### config.mk
export PLATFORM = sky130hd
export DESIGN_NAME = lcdMessageTop
export DESIGN_NICKNAME = d
export VERILOG_FILES = /design/src/verilog/lcdPkg.sv /design/src/verilog/lcdWriteIf.sv /design/src/verilog/screenRom.sv /design/src/verilog/displaySequencer.sv /design/src/verilog/lcdBusDriver.sv /design/src/verilog/lcdMessageTop.sv
export SDC_FILE = /design/constraint.sdc
export NUM_CORES = 1
export LEC_CHECK = 0
export BUFFER_PORTS_ARGS = -buffer_cell sky130_fd_sc_hd__buf_2
export CAP_MARGIN = 20
export CELL_PAD_IN_SITES_DETAIL_PLACEMENT = 0
export CELL_PAD_IN_SITES_GLOBAL_PLACEMENT = 2
export CORE_ASPECT_RATIO = 0.6
export CORE_MARGIN = 2
export CORE_UTILIZATION = 38
export DETAILED_ROUTE_END_ITERATION = 6
export GPL_TIMING_DRIVEN = 0
export PLACE_DENSITY = 0.89
export SYNTH_ARGS = -nofsm -noshare
export SYNTH_HDL_FRONTEND = slang
export SYNTH_SLANG_ARGS = --single-unit
### constraint.sdc
create_clock -name iCLK -period 4.4 [get_ports iCLK]
set_input_delay 0.44 -clock iCLK [delete_from_list [all_inputs] [get_ports iCLK]]
set_output_delay 0.44 -clock iCLK [all_outputs]
set_load 0.02 [all_outputs]
### src/verilog/lcdPkg.sv
package lcdPkg;

    // script layout
    localparam int MSG_WIDTH       = 8;
    localparam int ENTRY_WIDTH     = 9;                       // rs above 8 data bits
    localparam int INIT_LEN        = 5;
    localparam int LINE_LEN        = 16;
    localparam int LINE1_BASE      = INIT_LEN;
    localparam int LINE_CHANGE_IDX = LINE1_BASE + LINE_LEN;   // line-2 address command
    localparam int LINE2_BASE      = LINE_CHANGE_IDX + 1;
    localparam int SCRIPT_LEN      = LINE2_BASE + LINE_LEN;   // 38 writes per screen
    localparam int INDEX_WIDTH     = $clog2(SCRIPT_LEN + 1);  // also holds the idle value
    localparam int COL_WIDTH       = $clog2(LINE_LEN);

    // LCD command bytes
    localparam logic [7:0] CMD_FUNCTION_SET = 8'h38;  // 8-bit bus, 2 lines, 5x8 font
    localparam logic [7:0] CMD_DISPLAY_ON   = 8'h0C;  // cursor off
    localparam logic [7:0] CMD_CLEAR        = 8'h01;
    localparam logic [7:0] CMD_ENTRY_MODE   = 8'h06;  // increment, no shift
    localparam logic [7:0] CMD_LINE1_ADDR   = 8'h80;
    localparam logic [7:0] CMD_LINE2_ADDR   = 8'hC0;

    localparam logic [7:0] ASCII_ZERO  = 8'h30;
    localparam logic [7:0] ASCII_SPACE = 8'h20;

    // enable pulse
    localparam int ENABLE_CYCLES  = 16;
    localparam int EN_COUNT_WIDTH = $clog2(ENABLE_CYCLES + 1);

    // message code map
    localparam logic [MSG_WIDTH-1:0] MENU_CODE       = 8'd10;  // 0..9 are process screens
    localparam logic [MSG_WIDTH-1:0] QUANTITY_CODE   = 8'd11;
    localparam logic [MSG_WIDTH-1:0] QUALITY_CODE    = 8'd12;
    localparam logic [MSG_WIDTH-1:0] REASON_CODE     = 8'd13;
    localparam logic [MSG_WIDTH-1:0] PROCESS_ID_BASE = 8'd20;  // screen covers 21..30
    localparam logic [MSG_WIDTH-1:0] CONFIRM_BASE    = 8'd30;  // screen covers 31..39
    localparam logic [MSG_WIDTH-1:0] CONFIRM_LAST    = 8'd39;

    // where the code digit lands
    localparam logic [COL_WIDTH-1:0] PROCESS_DIGIT_COL    = 4'd11;  // line 2
    localparam logic [COL_WIDTH-1:0] PROCESS_ID_DIGIT_COL = 4'd15;  // line 1
    localparam logic [COL_WIDTH-1:0] CONFIRM_DIGIT_COL    = 4'd0;   // line 1

    // sequencer states
    localparam int STATE_WIDTH = 3;
    localparam logic [STATE_WIDTH-1:0] SEQ_LOAD    = 3'd0;
    localparam logic [STATE_WIDTH-1:0] SEQ_WAIT    = 3'd1;
    localparam logic [STATE_WIDTH-1:0] SEQ_SETTLE  = 3'd2;
    localparam logic [STATE_WIDTH-1:0] SEQ_ADVANCE = 3'd3;
    localparam logic [STATE_WIDTH-1:0] SEQ_IDLE    = 3'd4;

    // screen text, column 0 in the top byte
    localparam logic [8*LINE_LEN-1:0] PROCESS_LINE1    = "Processo sendo  ";
    localparam logic [8*LINE_LEN-1:0] PROCESS_LINE2    = "executado: 0    ";
    localparam logic [8*LINE_LEN-1:0] MENU_LINE1       = "Escolha:        ";
    localparam logic [8*LINE_LEN-1:0] MENU_LINE2       = "0Exit 1Exec 2Alt";
    localparam logic [8*LINE_LEN-1:0] QUANTITY_LINE1   = "Quantidade de   ";
    localparam logic [8*LINE_LEN-1:0] QUANTITY_LINE2   = "processos:      ";
    localparam logic [8*LINE_LEN-1:0] QUALITY_LINE1    = "Qual proc deseja";
    localparam logic [8*LINE_LEN-1:0] QUALITY_LINE2    = "trocar o indice?";
    localparam logic [8*LINE_LEN-1:0] REASON_LINE1     = "Por qual        ";
    localparam logic [8*LINE_LEN-1:0] REASON_LINE2     = "processo?       ";
    localparam logic [8*LINE_LEN-1:0] BLANK_LINE1      = {LINE_LEN{ASCII_SPACE}};
    localparam logic [8*LINE_LEN-1:0] BLANK_LINE2      = {LINE_LEN{ASCII_SPACE}};
    localparam logic [8*LINE_LEN-1:0] PROCESS_ID_LINE1 = "ID do processo 0";
    localparam logic [8*LINE_LEN-1:0] PROCESS_ID_LINE2 = "que sera exec:  ";
    localparam logic [8*LINE_LEN-1:0] CONFIRM_LINE1    = "0 Com preempcao?";
    localparam logic [8*LINE_LEN-1:0] CONFIRM_LINE2    = "(1 - S/ 0 - N)  ";

endpackage

### src/verilog/lcdWriteIf.sv
`timescale 1ns/1ns

// one LCD write, sequencer to bus driver
interface lcdWriteIf;

    logic [7:0] data;   // byte for the LCD
    logic       rs;     // 1 = character, 0 = command
    logic       start;  // held until done
    logic       done;   // single-cycle pulse

    modport sequencer (
        output data, rs, start,
        input  done
    );

    modport driver (
        input  data, rs, start,
        output done
    );

endinterface

### src/verilog/screenRom.sv
`timescale 1ns/1ns

module screenRom (
    input  logic [lcdPkg::MSG_WIDTH-1:0]   msgCode,
    input  logic [lcdPkg::INDEX_WIDTH-1:0] scriptIndex,
    output logic [lcdPkg::ENTRY_WIDTH-1:0] entry
);
    import lcdPkg::*;

    logic [8*LINE_LEN-1:0] line1Text;
    logic [8*LINE_LEN-1:0] line2Text;
    logic                  digitEn;
    logic                  digitOnLine2;
    logic [COL_WIDTH-1:0]  digitCol;
    logic [7:0]            digitChar;
    logic                  inLine2;
    logic [COL_WIDTH-1:0]  column;
    logic [7:0]            textChar;

    // byte of a line string at a column
    function automatic logic [7:0] charAt(
        input logic [8*LINE_LEN-1:0] text,
        input logic [COL_WIDTH-1:0]  col
    );
        return text[8*(LINE_LEN-1-col) +: 8];
    endfunction

    // screen select from the code ranges
    always_comb begin
        line1Text    = BLANK_LINE1;  // unlisted codes end up blank
        line2Text    = BLANK_LINE2;
        digitEn      = 1'b0;
        digitOnLine2 = 1'b0;
        digitCol     = '0;
        digitChar    = ASCII_ZERO;
        if (msgCode < MENU_CODE) begin
            line1Text    = PROCESS_LINE1;
            line2Text    = PROCESS_LINE2;
            digitEn      = 1'b1;
            digitOnLine2 = 1'b1;
            digitCol     = PROCESS_DIGIT_COL;
            digitChar    = ASCII_ZERO + msgCode;
        end else if (msgCode == MENU_CODE) begin
            line1Text = MENU_LINE1;
            line2Text = MENU_LINE2;
        end else if (msgCode == QUANTITY_CODE) begin
            line1Text = QUANTITY_LINE1;
            line2Text = QUANTITY_LINE2;
        end else if (msgCode == QUALITY_CODE) begin
            line1Text = QUALITY_LINE1;
            line2Text = QUALITY_LINE2;
        end else if (msgCode == REASON_CODE) begin
            line1Text = REASON_LINE1;
            line2Text = REASON_LINE2;
        end else if (msgCode > PROCESS_ID_BASE && msgCode <= CONFIRM_BASE) begin
            line1Text = PROCESS_ID_LINE1;
            line2Text = PROCESS_ID_LINE2;
            digitEn   = 1'b1;
            digitCol  = PROCESS_ID_DIGIT_COL;
            digitChar = ASCII_ZERO + (msgCode - PROCESS_ID_BASE);  // code 30 gives ':'
        end else if (msgCode > CONFIRM_BASE && msgCode <= CONFIRM_LAST) begin
            line1Text = CONFIRM_LINE1;
            line2Text = CONFIRM_LINE2;
            digitEn   = 1'b1;
            digitCol  = CONFIRM_DIGIT_COL;
            digitChar = ASCII_ZERO + (msgCode - CONFIRM_BASE);
        end
    end

    // character for the current script position
    always_comb begin
        inLine2 = (scriptIndex >= INDEX_WIDTH'(LINE2_BASE));
        if (inLine2) begin
            column   = COL_WIDTH'(scriptIndex - INDEX_WIDTH'(LINE2_BASE));
            textChar = charAt(line2Text, column);
        end else begin
            column   = COL_WIDTH'(scriptIndex - INDEX_WIDTH'(LINE1_BASE));
            textChar = charAt(line1Text, column);
        end
        if (digitEn && (inLine2 == digitOnLine2) && (column == digitCol)) begin
            textChar = digitChar;
        end
    end

    always_comb begin
        case (scriptIndex)
            0:               entry = {1'b0, CMD_FUNCTION_SET};
            1:               entry = {1'b0, CMD_DISPLAY_ON};
            2:               entry = {1'b0, CMD_CLEAR};
            3:               entry = {1'b0, CMD_ENTRY_MODE};
            INIT_LEN - 1:    entry = {1'b0, CMD_LINE1_ADDR};
            LINE_CHANGE_IDX: entry = {1'b0, CMD_LINE2_ADDR};
            default:         entry = {1'b1, textChar};  // rs high for characters
        endcase
    end

endmodule

### src/verilog/displaySequencer.sv
`timescale 1ns/1ns

module displaySequencer #(
    parameter int settleCycles = 262143
) (
    input  logic                           iCLK,
    input  logic                           iRST_N,
    input  logic [lcdPkg::MSG_WIDTH-1:0]   msgCode,
    output logic [lcdPkg::INDEX_WIDTH-1:0] scriptIndex,
    input  logic [lcdPkg::ENTRY_WIDTH-1:0] entry,
    lcdWriteIf.sequencer                   wr
);
    import lcdPkg::*;

    logic [STATE_WIDTH-1:0]              state;
    logic [$clog2(settleCycles + 1)-1:0] settleCount;
    logic [MSG_WIDTH-1:0]                latchedCode;  // code of the screen being sent
    logic                                restartPending;
    logic                                codeChanged;

    assign codeChanged = (msgCode != latchedCode);

    always_ff @(posedge iCLK or negedge iRST_N) begin
        if (!iRST_N) begin
            state          <= SEQ_LOAD;
            scriptIndex    <= '0;
            settleCount    <= '0;
            latchedCode    <= '0;
            restartPending <= 1'b0;
            wr.start       <= 1'b0;
        end else begin
            if (codeChanged) begin
                restartPending <= 1'b1;
            end
            case (state)
                SEQ_LOAD: begin
                    wr.start <= 1'b1;
                    if (scriptIndex == '0) begin
                        latchedCode    <= msgCode;  // new screen begins here
                        restartPending <= 1'b0;
                    end
                    state <= SEQ_WAIT;
                end
                SEQ_WAIT: begin
                    if (wr.done) begin
                        wr.start    <= 1'b0;
                        settleCount <= '0;
                        state       <= SEQ_SETTLE;
                    end
                end
                SEQ_SETTLE: begin
                    if (settleCount == settleCycles - 1) begin
                        state <= SEQ_ADVANCE;
                    end else begin
                        settleCount <= settleCount + 1'b1;
                    end
                end
                SEQ_ADVANCE: begin
                    if (restartPending) begin
                        scriptIndex <= '0;
                        state       <= SEQ_LOAD;
                    end else if (scriptIndex == INDEX_WIDTH'(SCRIPT_LEN - 1)) begin
                        scriptIndex <= INDEX_WIDTH'(SCRIPT_LEN);  // parked past the script
                        state       <= SEQ_IDLE;
                    end else begin
                        scriptIndex <= scriptIndex + 1'b1;
                        state       <= SEQ_LOAD;
                    end
                end
                SEQ_IDLE: begin
                    if (codeChanged) begin
                        scriptIndex <= '0;
                        state       <= SEQ_LOAD;
                    end
                end
                default: state <= SEQ_LOAD;
            endcase
        end
    end

    // request payload, taken from the ROM once per entry
    always_ff @(posedge iCLK) begin
        if (state == SEQ_LOAD) begin
            wr.data <= entry[ENTRY_WIDTH-2:0];
            wr.rs   <= entry[ENTRY_WIDTH-1];
        end
    end

    startHeldToDone: assert property (
        @(posedge iCLK) disable iff (!iRST_N)
        $fell(wr.start) |-> $past(wr.done)
    ) else $error("start dropped without done");

    requestStable: assert property (
        @(posedge iCLK) disable iff (!iRST_N)
        wr.start && $past(wr.start) |-> $stable({wr.rs, wr.data})
    ) else $error("request changed while start high");

    indexInRange: assert property (
        @(posedge iCLK) disable iff (!iRST_N)
        scriptIndex <= SCRIPT_LEN
    ) else $error("script index past end");

endmodule

### src/verilog/lcdBusDriver.sv
`timescale 1ns/1ns

module lcdBusDriver (
    input  logic       iCLK,
    input  logic       iRST_N,
    lcdWriteIf.driver  wr,
    output logic [7:0] lcdData,
    output logic       lcdRw,
    output logic       lcdEn,
    output logic       lcdRs
);
    import lcdPkg::*;

    logic [EN_COUNT_WIDTH-1:0] enCount;  // clocks of enable so far
    logic                      armed;    // start seen low since the last write

    assign lcdRw = 1'b0;  // write-only panel

    always_ff @(posedge iCLK or negedge iRST_N) begin
        if (!iRST_N) begin
            lcdData <= '0;
            lcdRs   <= 1'b0;
            lcdEn   <= 1'b0;
            enCount <= '0;
            armed   <= 1'b0;
            wr.done <= 1'b0;
        end else begin
            wr.done <= 1'b0;
            if (!wr.start) begin
                armed <= 1'b1;
            end
            if (lcdEn) begin
                if (enCount == EN_COUNT_WIDTH'(ENABLE_CYCLES)) begin
                    lcdEn   <= 1'b0;
                    wr.done <= 1'b1;  // same edge as the falling enable
                end else begin
                    enCount <= enCount + 1'b1;
                end
            end else if (wr.start && armed) begin
                lcdData <= wr.data;
                lcdRs   <= wr.rs;
                lcdEn   <= 1'b1;
                enCount <= EN_COUNT_WIDTH'(1);
                armed   <= 1'b0;  // stale start after done is ignored
            end
        end
    end

    // enable pulse is exactly ENABLE_CYCLES wide
    enablePulseWidth: assert property (
        @(posedge iCLK) disable iff (!iRST_N)
        $rose(lcdEn) |-> lcdEn [*ENABLE_CYCLES] ##1 !lcdEn
    ) else $error("lcdEn pulse width wrong");

endmodule

### src/verilog/lcdMessageTop.sv
`timescale 1ns/1ns

module lcdMessageTop #(
    parameter int settleCycles = 262143
) (
    input  logic                         iCLK,
    input  logic                         iRST_N,
    input  logic [lcdPkg::MSG_WIDTH-1:0] msgCode,
    output logic [7:0]                   lcdData,
    output logic                         lcdRw,
    output logic                         lcdEn,
    output logic                         lcdRs
);
    import lcdPkg::*;

    logic [INDEX_WIDTH-1:0] scriptIndex;
    logic [ENTRY_WIDTH-1:0] entry;

    lcdWriteIf wrBus ();

    displaySequencer #(
        .settleCycles(settleCycles)
    ) seqInst (
        .iCLK       (iCLK),
        .iRST_N     (iRST_N),
        .msgCode    (msgCode),
        .scriptIndex(scriptIndex),
        .entry      (entry),
        .wr         (wrBus.sequencer)
    );

    // ROM follows the live code, the sequencer restarts on a change
    screenRom romInst (
        .msgCode    (msgCode),
        .scriptIndex(scriptIndex),
        .entry      (entry)
    );

    lcdBusDriver drvInst (
        .iCLK   (iCLK),
        .iRST_N (iRST_N),
        .wr     (wrBus.driver),
        .lcdData(lcdData),
        .lcdRw  (lcdRw),
        .lcdEn  (lcdEn),
        .lcdRs  (lcdRs)
    );

endmodule

# After elaboration in Yosys (flattened, before gate mapping)
# Index checks and enable logic that the tools add are counted.
# W data, S select, Z words.
classes:
  shifts: 2
  n_eq_ne: 24
  addsub: 12
  muxes: 68
  bitwise_logic: 1
  magnitude_cmp: 6
  reduce_logical: 18
op_table:
  columns: ["op", "count"]
  rows:
  - ["$mux W128", 12]
  - ["$shiftx A128 B33 Y8", 2]
  - ["$mux W125", 1]
  - ["$mux W124", 1]
  - ["$mux W8", 9]
  - ["$pmux W9 S6", 1]
  - ["$mux W18", 2]
  - ["$pmux W18 S2", 1]
  - ["$eq A8 B4 Y1 const B", 4]
  - ["$mux W4", 7]
  - ["$add A6 B8 Y8 const A", 3]
  - ["$mux W1", 20]
  - ["$add A18 B1 Y18 const B", 1]
  - ["$eq A18 B18 Y1 const B", 1]
  - ["$mux W6", 3]
  - ["$gt A8 B5 Y1 const B", 2]
  - ["$sub A8 B5 Y8 const B", 2]
  - ["$mux W3", 5]
  - ["$mux W5", 3]
  - ["$pmux W3 S5", 1]
  - ["$eq A6 B2 Y1 const B", 2]
  - ["$pmux W6 S2", 1]
  - ["$reduce_and A2 Y1", 5]
  - ["$sub A4 B4 Y5 const A", 2]
  - ["27 further kinds", 40]
word_totals:
  input_bits: 10
  output_inout_bits: 11
  regBits: 63
  elab_cells: 145

# Depth between registers and ports, before layout
logic_depth:
  depth_word: 13
  depth_mapped: 14
  ltp_nobuf: 10

# By module
# A second synthesis with hierarchy kept.
hier_totals:
  hier_cells: 762
  hier_area_um2: 6168.4
by_module_without_submodules:
  columns: ["mod", "instances", "area_each_um2", "cells_per_inst"]
  rows:
  - ["screenRom", 1, 2987.9, 478]
  - ["displaySequencer", 1, 2418.6, 227]
  - ["lcdBusDriver", 1, 762.0, 57]

# Worst setup path after synthesis
# No wires, ideal clock.
synth_path:
  path_type: "register to register"
  from: "register seqInst.scriptIndex[0] (netlist name)"
  to: "register seqInst.wr.data[1], data pin"
  stages_incl_launch_ff: 15
  arrival_ns: 3.147
  slack_ns: 0.988
  n_path_buf: 4
  period_less_slack_ns: 3.412
  required_ns: 4.135
  cell_sequence: "dfrtp_1 > clkbuf_1 > inv_2 > buf_1 > ha_1 > o211ai_2 > and2_1 > clkbuf_1 > o32ai_1 > mux2i_1 > or4_4 > buf_6 > o21a_1 > o21ai_1 > o211ai_1"
synth_between:
  elab_chain_cells: 6
synth_lines:
  columns: ["item", "line_no", "rtl"]
  rows:
  - ["start: declaration", "displaySequencer.sv:9", "output logic [lcdPkg::INDEX_WIDTH-1:0] scriptIndex,"]
  - ["start signal: assignment", "displaySequencer.sv:63", "scriptIndex <= INDEX_WIDTH'(SCRIPT_LEN);"]
  - ["start signal: assignment", "displaySequencer.sv:66", "scriptIndex <= scriptIndex + 1'b1;"]
  - ["$sub A4 B3 Y4 (tied with other cells)", "screenRom.sv:77", "column = COL_WIDTH'(scriptIndex - INDEX_WIDTH'(LINE1_BASE));"]
  - ["$sub A4 B4 Y5 (tied with other cells)", "screenRom.sv:25", "return text[8*(LINE_LEN-1-col) +: 8];"]
  - ["$shiftx A128 B33 Y8 (tied with other cells)", "screenRom.sv:25", null]
  - ["$mux W8 or $logic_and A1 B1 Y1 (tied branches)", "screenRom.sv:73, screenRom.sv:80", null]
  - ["$mux W8", "screenRom.sv:80", "if (digitEn && (inLine2 == digitOnLine2) && (column == digitCol)) begin"]
  - ["$pmux W9 S6 (*)", "screenRom.sv:86", "case (scriptIndex)"]
  - ["via entry[1]", "lcdMessageTop.sv:17", "logic [ENTRY_WIDTH-1:0] entry;"]
  - ["end signal: assignment", "displaySequencer.sv:84", "wr.data <= entry[ENTRY_WIDTH-2:0];"]
  - ["end: declaration", "lcdWriteIf.sv:12", "output data, rs, start,"]
# Mark *: on every way through the listed nets, which the timed path passes. The rest lies on a longest branch.
# A chain may end at the register's enable or synchronous reset.

# Worst setup path after layout
# Ends and elaborated chain as after synthesis.

==> run_results.csv <==
group,metric,value,unit
placement,placed_cell_area,6082,µm²
floorplanning,initial_core_util,39.07,%
timing,hold_slack,0.003593,ns
timing,hold_violations,0,
routing,ant_nets,0,
power,vdd_drop_max,0.0002547,V
synthesis,ys_seq_area_share,28.45,%
floorplanning,core-area,14590,µm²
synthesis,synth.distinct_cells,81,
setup_path,crit_path_end_kind,"register",
timing,post-route-period-util,97.29,%
floorplanning,fp.dieW,162.1,µm
synthesis,synth-seq-cells,63,
final_layout,nFillCells,1488,
synthesis,yosysMostFrequentCell,"nand2_1",
setup_path,worstPathRequired,4.46,ns
clocking,clkTransAtPathRegs,0.05,ns
run,cap_violations,0,
synthesis,synth_top_area_share,23.71,%
placement,place_congestion,1.059,
final_layout,drive_gt1_share,11.71,%
routing,wirelength,24.70,mm
clocking,cts_tree,"built",
setup_path,worstPathArrival,4.34,ns
setup_path,reg2reg_slack,0.12,ns
clocking,cts_sinks,63,
routing,dr.pass1.iters,6,
routing,drtIter0Drc,1049,
setup_path,start_kind,"register",
setup_path,crit_type,"reg2reg",
timing,rsz0062_at_grt,"false",
synthesis,ys.flop_type,"dfrtp_1",
hold_path,hold_path.class,"in2async",
synthesis,netlist_instances,720,
final_layout,final_nets,787,
timing,finClkSkew,0.006733,ns
placement,io_buffers,18,
floorplanning,io_pins,21,
floorplanning,rows,34,
global_route,grt_pass1_vias,6043,
power,power_density,414.0,nW/µm²
synthesis,post_synth.cell_area_avg,7.917,µm²
synthesis,ys_warn_count,0,
synthesis,syn_nets,752,
global_route,grt_pass1_wl,36.98,mm
floorplanning,dieArea,16030,µm²
timing,worstMarginPinSlew,0.9402,ns
global_route,grt.overflow.total,0,
synthesis,synth_edf_count,9,
synthesis,synth_top_area_cell,"dfrtp_1",
clocking,clockBufferDepth,2,
clocking,clk-insertion-delay-late,0.34,ns
clocking,cts-root-buf,"clkbuf_16",
global_route,grt_antenna_before_repair,0,
status,status,"finished clean",
timing,post-route-min-period,4.281,ns
synthesis,syn_area,5700,µm²
timing,max_freq,0.2336,GHz
timing,slew_headroom,37.09,%
synthesis,async_flop_share,85.71,%
timing,setup_viol,0,
floorplanning,dieHeight,98.87,µm
final_layout,regArea,1622,µm²
power,power.static_leakage,2.549,nW
placement,hpwl,18.57,mm
final_layout,diodes,0,
final_layout,final_cell_area,6435,µm²
clocking,numCtsBuffers,9,
setup_path,cp_max_fo,12,
global_route,grt_max_degree,42,
timing,drv_slew,0,
synthesis,synth.area.top_cells,"dfrtp_1 24%, nand2_1 5.1%, ha_1 4.8%",
global_route,grt_usage,30.91,%
routing,num_vias,6470,
routing,wire_per_inst,25.78,µm
final_layout,synthToLayoutAreaGrowth,12.88,%
clocking,cts_setup_buffers,0,
synthesis,synthTopCellsByCount,"77 x nand2_1, 66 x nor2_1, 54 x dfrtp_1, 52 x o21ai_0, 51 x a21oi_1",
routing,viasPerCell,6.754,
routing,drc,0,
clocking,htreeDepth,3,
final_layout,multiInputGateArea,3817,µm²
-- path summary, 6_finish.rpt --
path                                                       to  cells past startpoint                               start
setup / recovery                 seqInst.wr.data[1]$_DFFE_PP_                     12  seqInst.scriptIndex[0]$_DFFE_PN0P_
max in group asynchronous  seqInst.scriptIndex[1]$_DFFE_PN0P_                      2                              iRST_N
hold / removal             seqInst.settleCount[8]$_DFFE_PN0P_                      1                              iRST_N
setup reg to reg                 seqInst.wr.data[1]$_DFFE_PP_                     12  seqInst.scriptIndex[0]$_DFFE_PN0P_
hold reg to reg                drvInst.enCount[4]$_DFFE_PN0P_                      1      drvInst.enCount[4]$_DFFE_PN0P_
min in group iCLK              drvInst.enCount[4]$_DFFE_PN0P_                      1      drvInst.enCount[4]$_DFFE_PN0P_
-- routing by layer --
metal	global-route usage [%]	wire length, µm	up-vias
li1	-	-	2791
met1	46.06	11210	3163
met2	40.52	9381	463
met3	13.13	3572	53
met4	7.080	533	0
met5	0	0	-
-- layout by cell type, fill, tap and decap left out, types with 9 or more instances in the layout --
cell type,synthesis,final
nand2_1,77,77
nor2_1,66,66
dfrtp_1,54,54
o21ai_0,52,52
a21oi_1,51,51
nand3_1,39,39
clkbuf_1,35,33
buf_2,6,26
xor2_1,25,25
ha_1,22,22
nor3_1,20,20
inv_1,14,14
o211ai_1,14,14
mux2_2,13,13
xnor2_1,11,11
a31oi_1,11,11
a21o_1,10,10
a211oi_1,10,10
clkbuf_16,0,10
edfxtp_1,9,9
-- per-stage QoR --
step / worst slack, ns / total power [mW] / cells / utilization [%] / setup TNS, ns
finish: 0.1192 / 2.664 / 958 / 44.10 / 0
global route: 0.07167 / 2.799 / 958 / 44.10 / 0
CTS: 0.2090 / 2.629 / 956 / 43.96 / 0
detailed placement: -0.4078 / 1.863 / 940 / 41.68 / -1.629
global placement: -0.5919 / 1.859 / 936 / 41.38 / -3.373
floorplan: 0.9877 / 1.507 / 720 / - / 0
-- registers in the layout, indices dropped and copies added (netlist names), 3 cells and up --
signal	cells
seqInst.state	3
seqInst.latchedCode	8
drvInst.enCount	5
seqInst.scriptIndex	6
seqInst.wr.data	8
seqInst.settleCount	18
drvInst.lcdData	8
-- power breakdown --
group	leakage, nW	total, mW	switching (mW)	internal (mW)
registers	0.756	0.837	0.104	0.733
clock network	0.158	0.749	0.247	0.503
logic	1.63	1.08	0.714	0.364
total	2.55	2.66	1.06	1.60
-- cell type report --
type,instances,area share (%)
plain buffers,49,3.442
clock buffers,14,4.433
clock inverters,2,0.5444
inverters,16,0.9333
multi-input cells,592,59.32
flip-flops and latches,63,25.20
well taps,198,3.850
repair buffers,24,2.275
-- logic make-up (layout without fill, tap and decap cells) --
logic type	Yosys count	in the layout	synth area share, %
simple gates	265	265	22.72
compound gates	250	250	30.14
buf+inv	65	105	4.829
flops	63	63	28.45
xor+xnor	36	36	5.531
fa+ha+maj	22	22	4.829
mux	18	18	3.446
other cells	1	1	0.06578
-- critical path, cell delays in order, from the launching register on --
cell      delay [ns]
dfrtp_1         0.45
clkbuf_2        0.33
inv_2           0.20
buf_2           0.30
ha_1            0.33
clkbuf_1        0.47
clkbuf_1        0.54
clkbuf_2        0.41
a31oi_1         0.19
nand3_1         0.13
o21ai_0         0.10
a21oi_1         0.40
o211ai_1        0.15
-- repair_timing --
| action | in CTS | in global routing |
|---|---|---|
| hold buffers | 0 | 0 |
| pin swaps | 0 | 0 |
| gates resized for setup | 5 | 3 |
| hold endpoints to repair | 0 | 0 |
| endpoints found under the setup margin | 7 | 1 |
(Power assumes the default switching activity.)
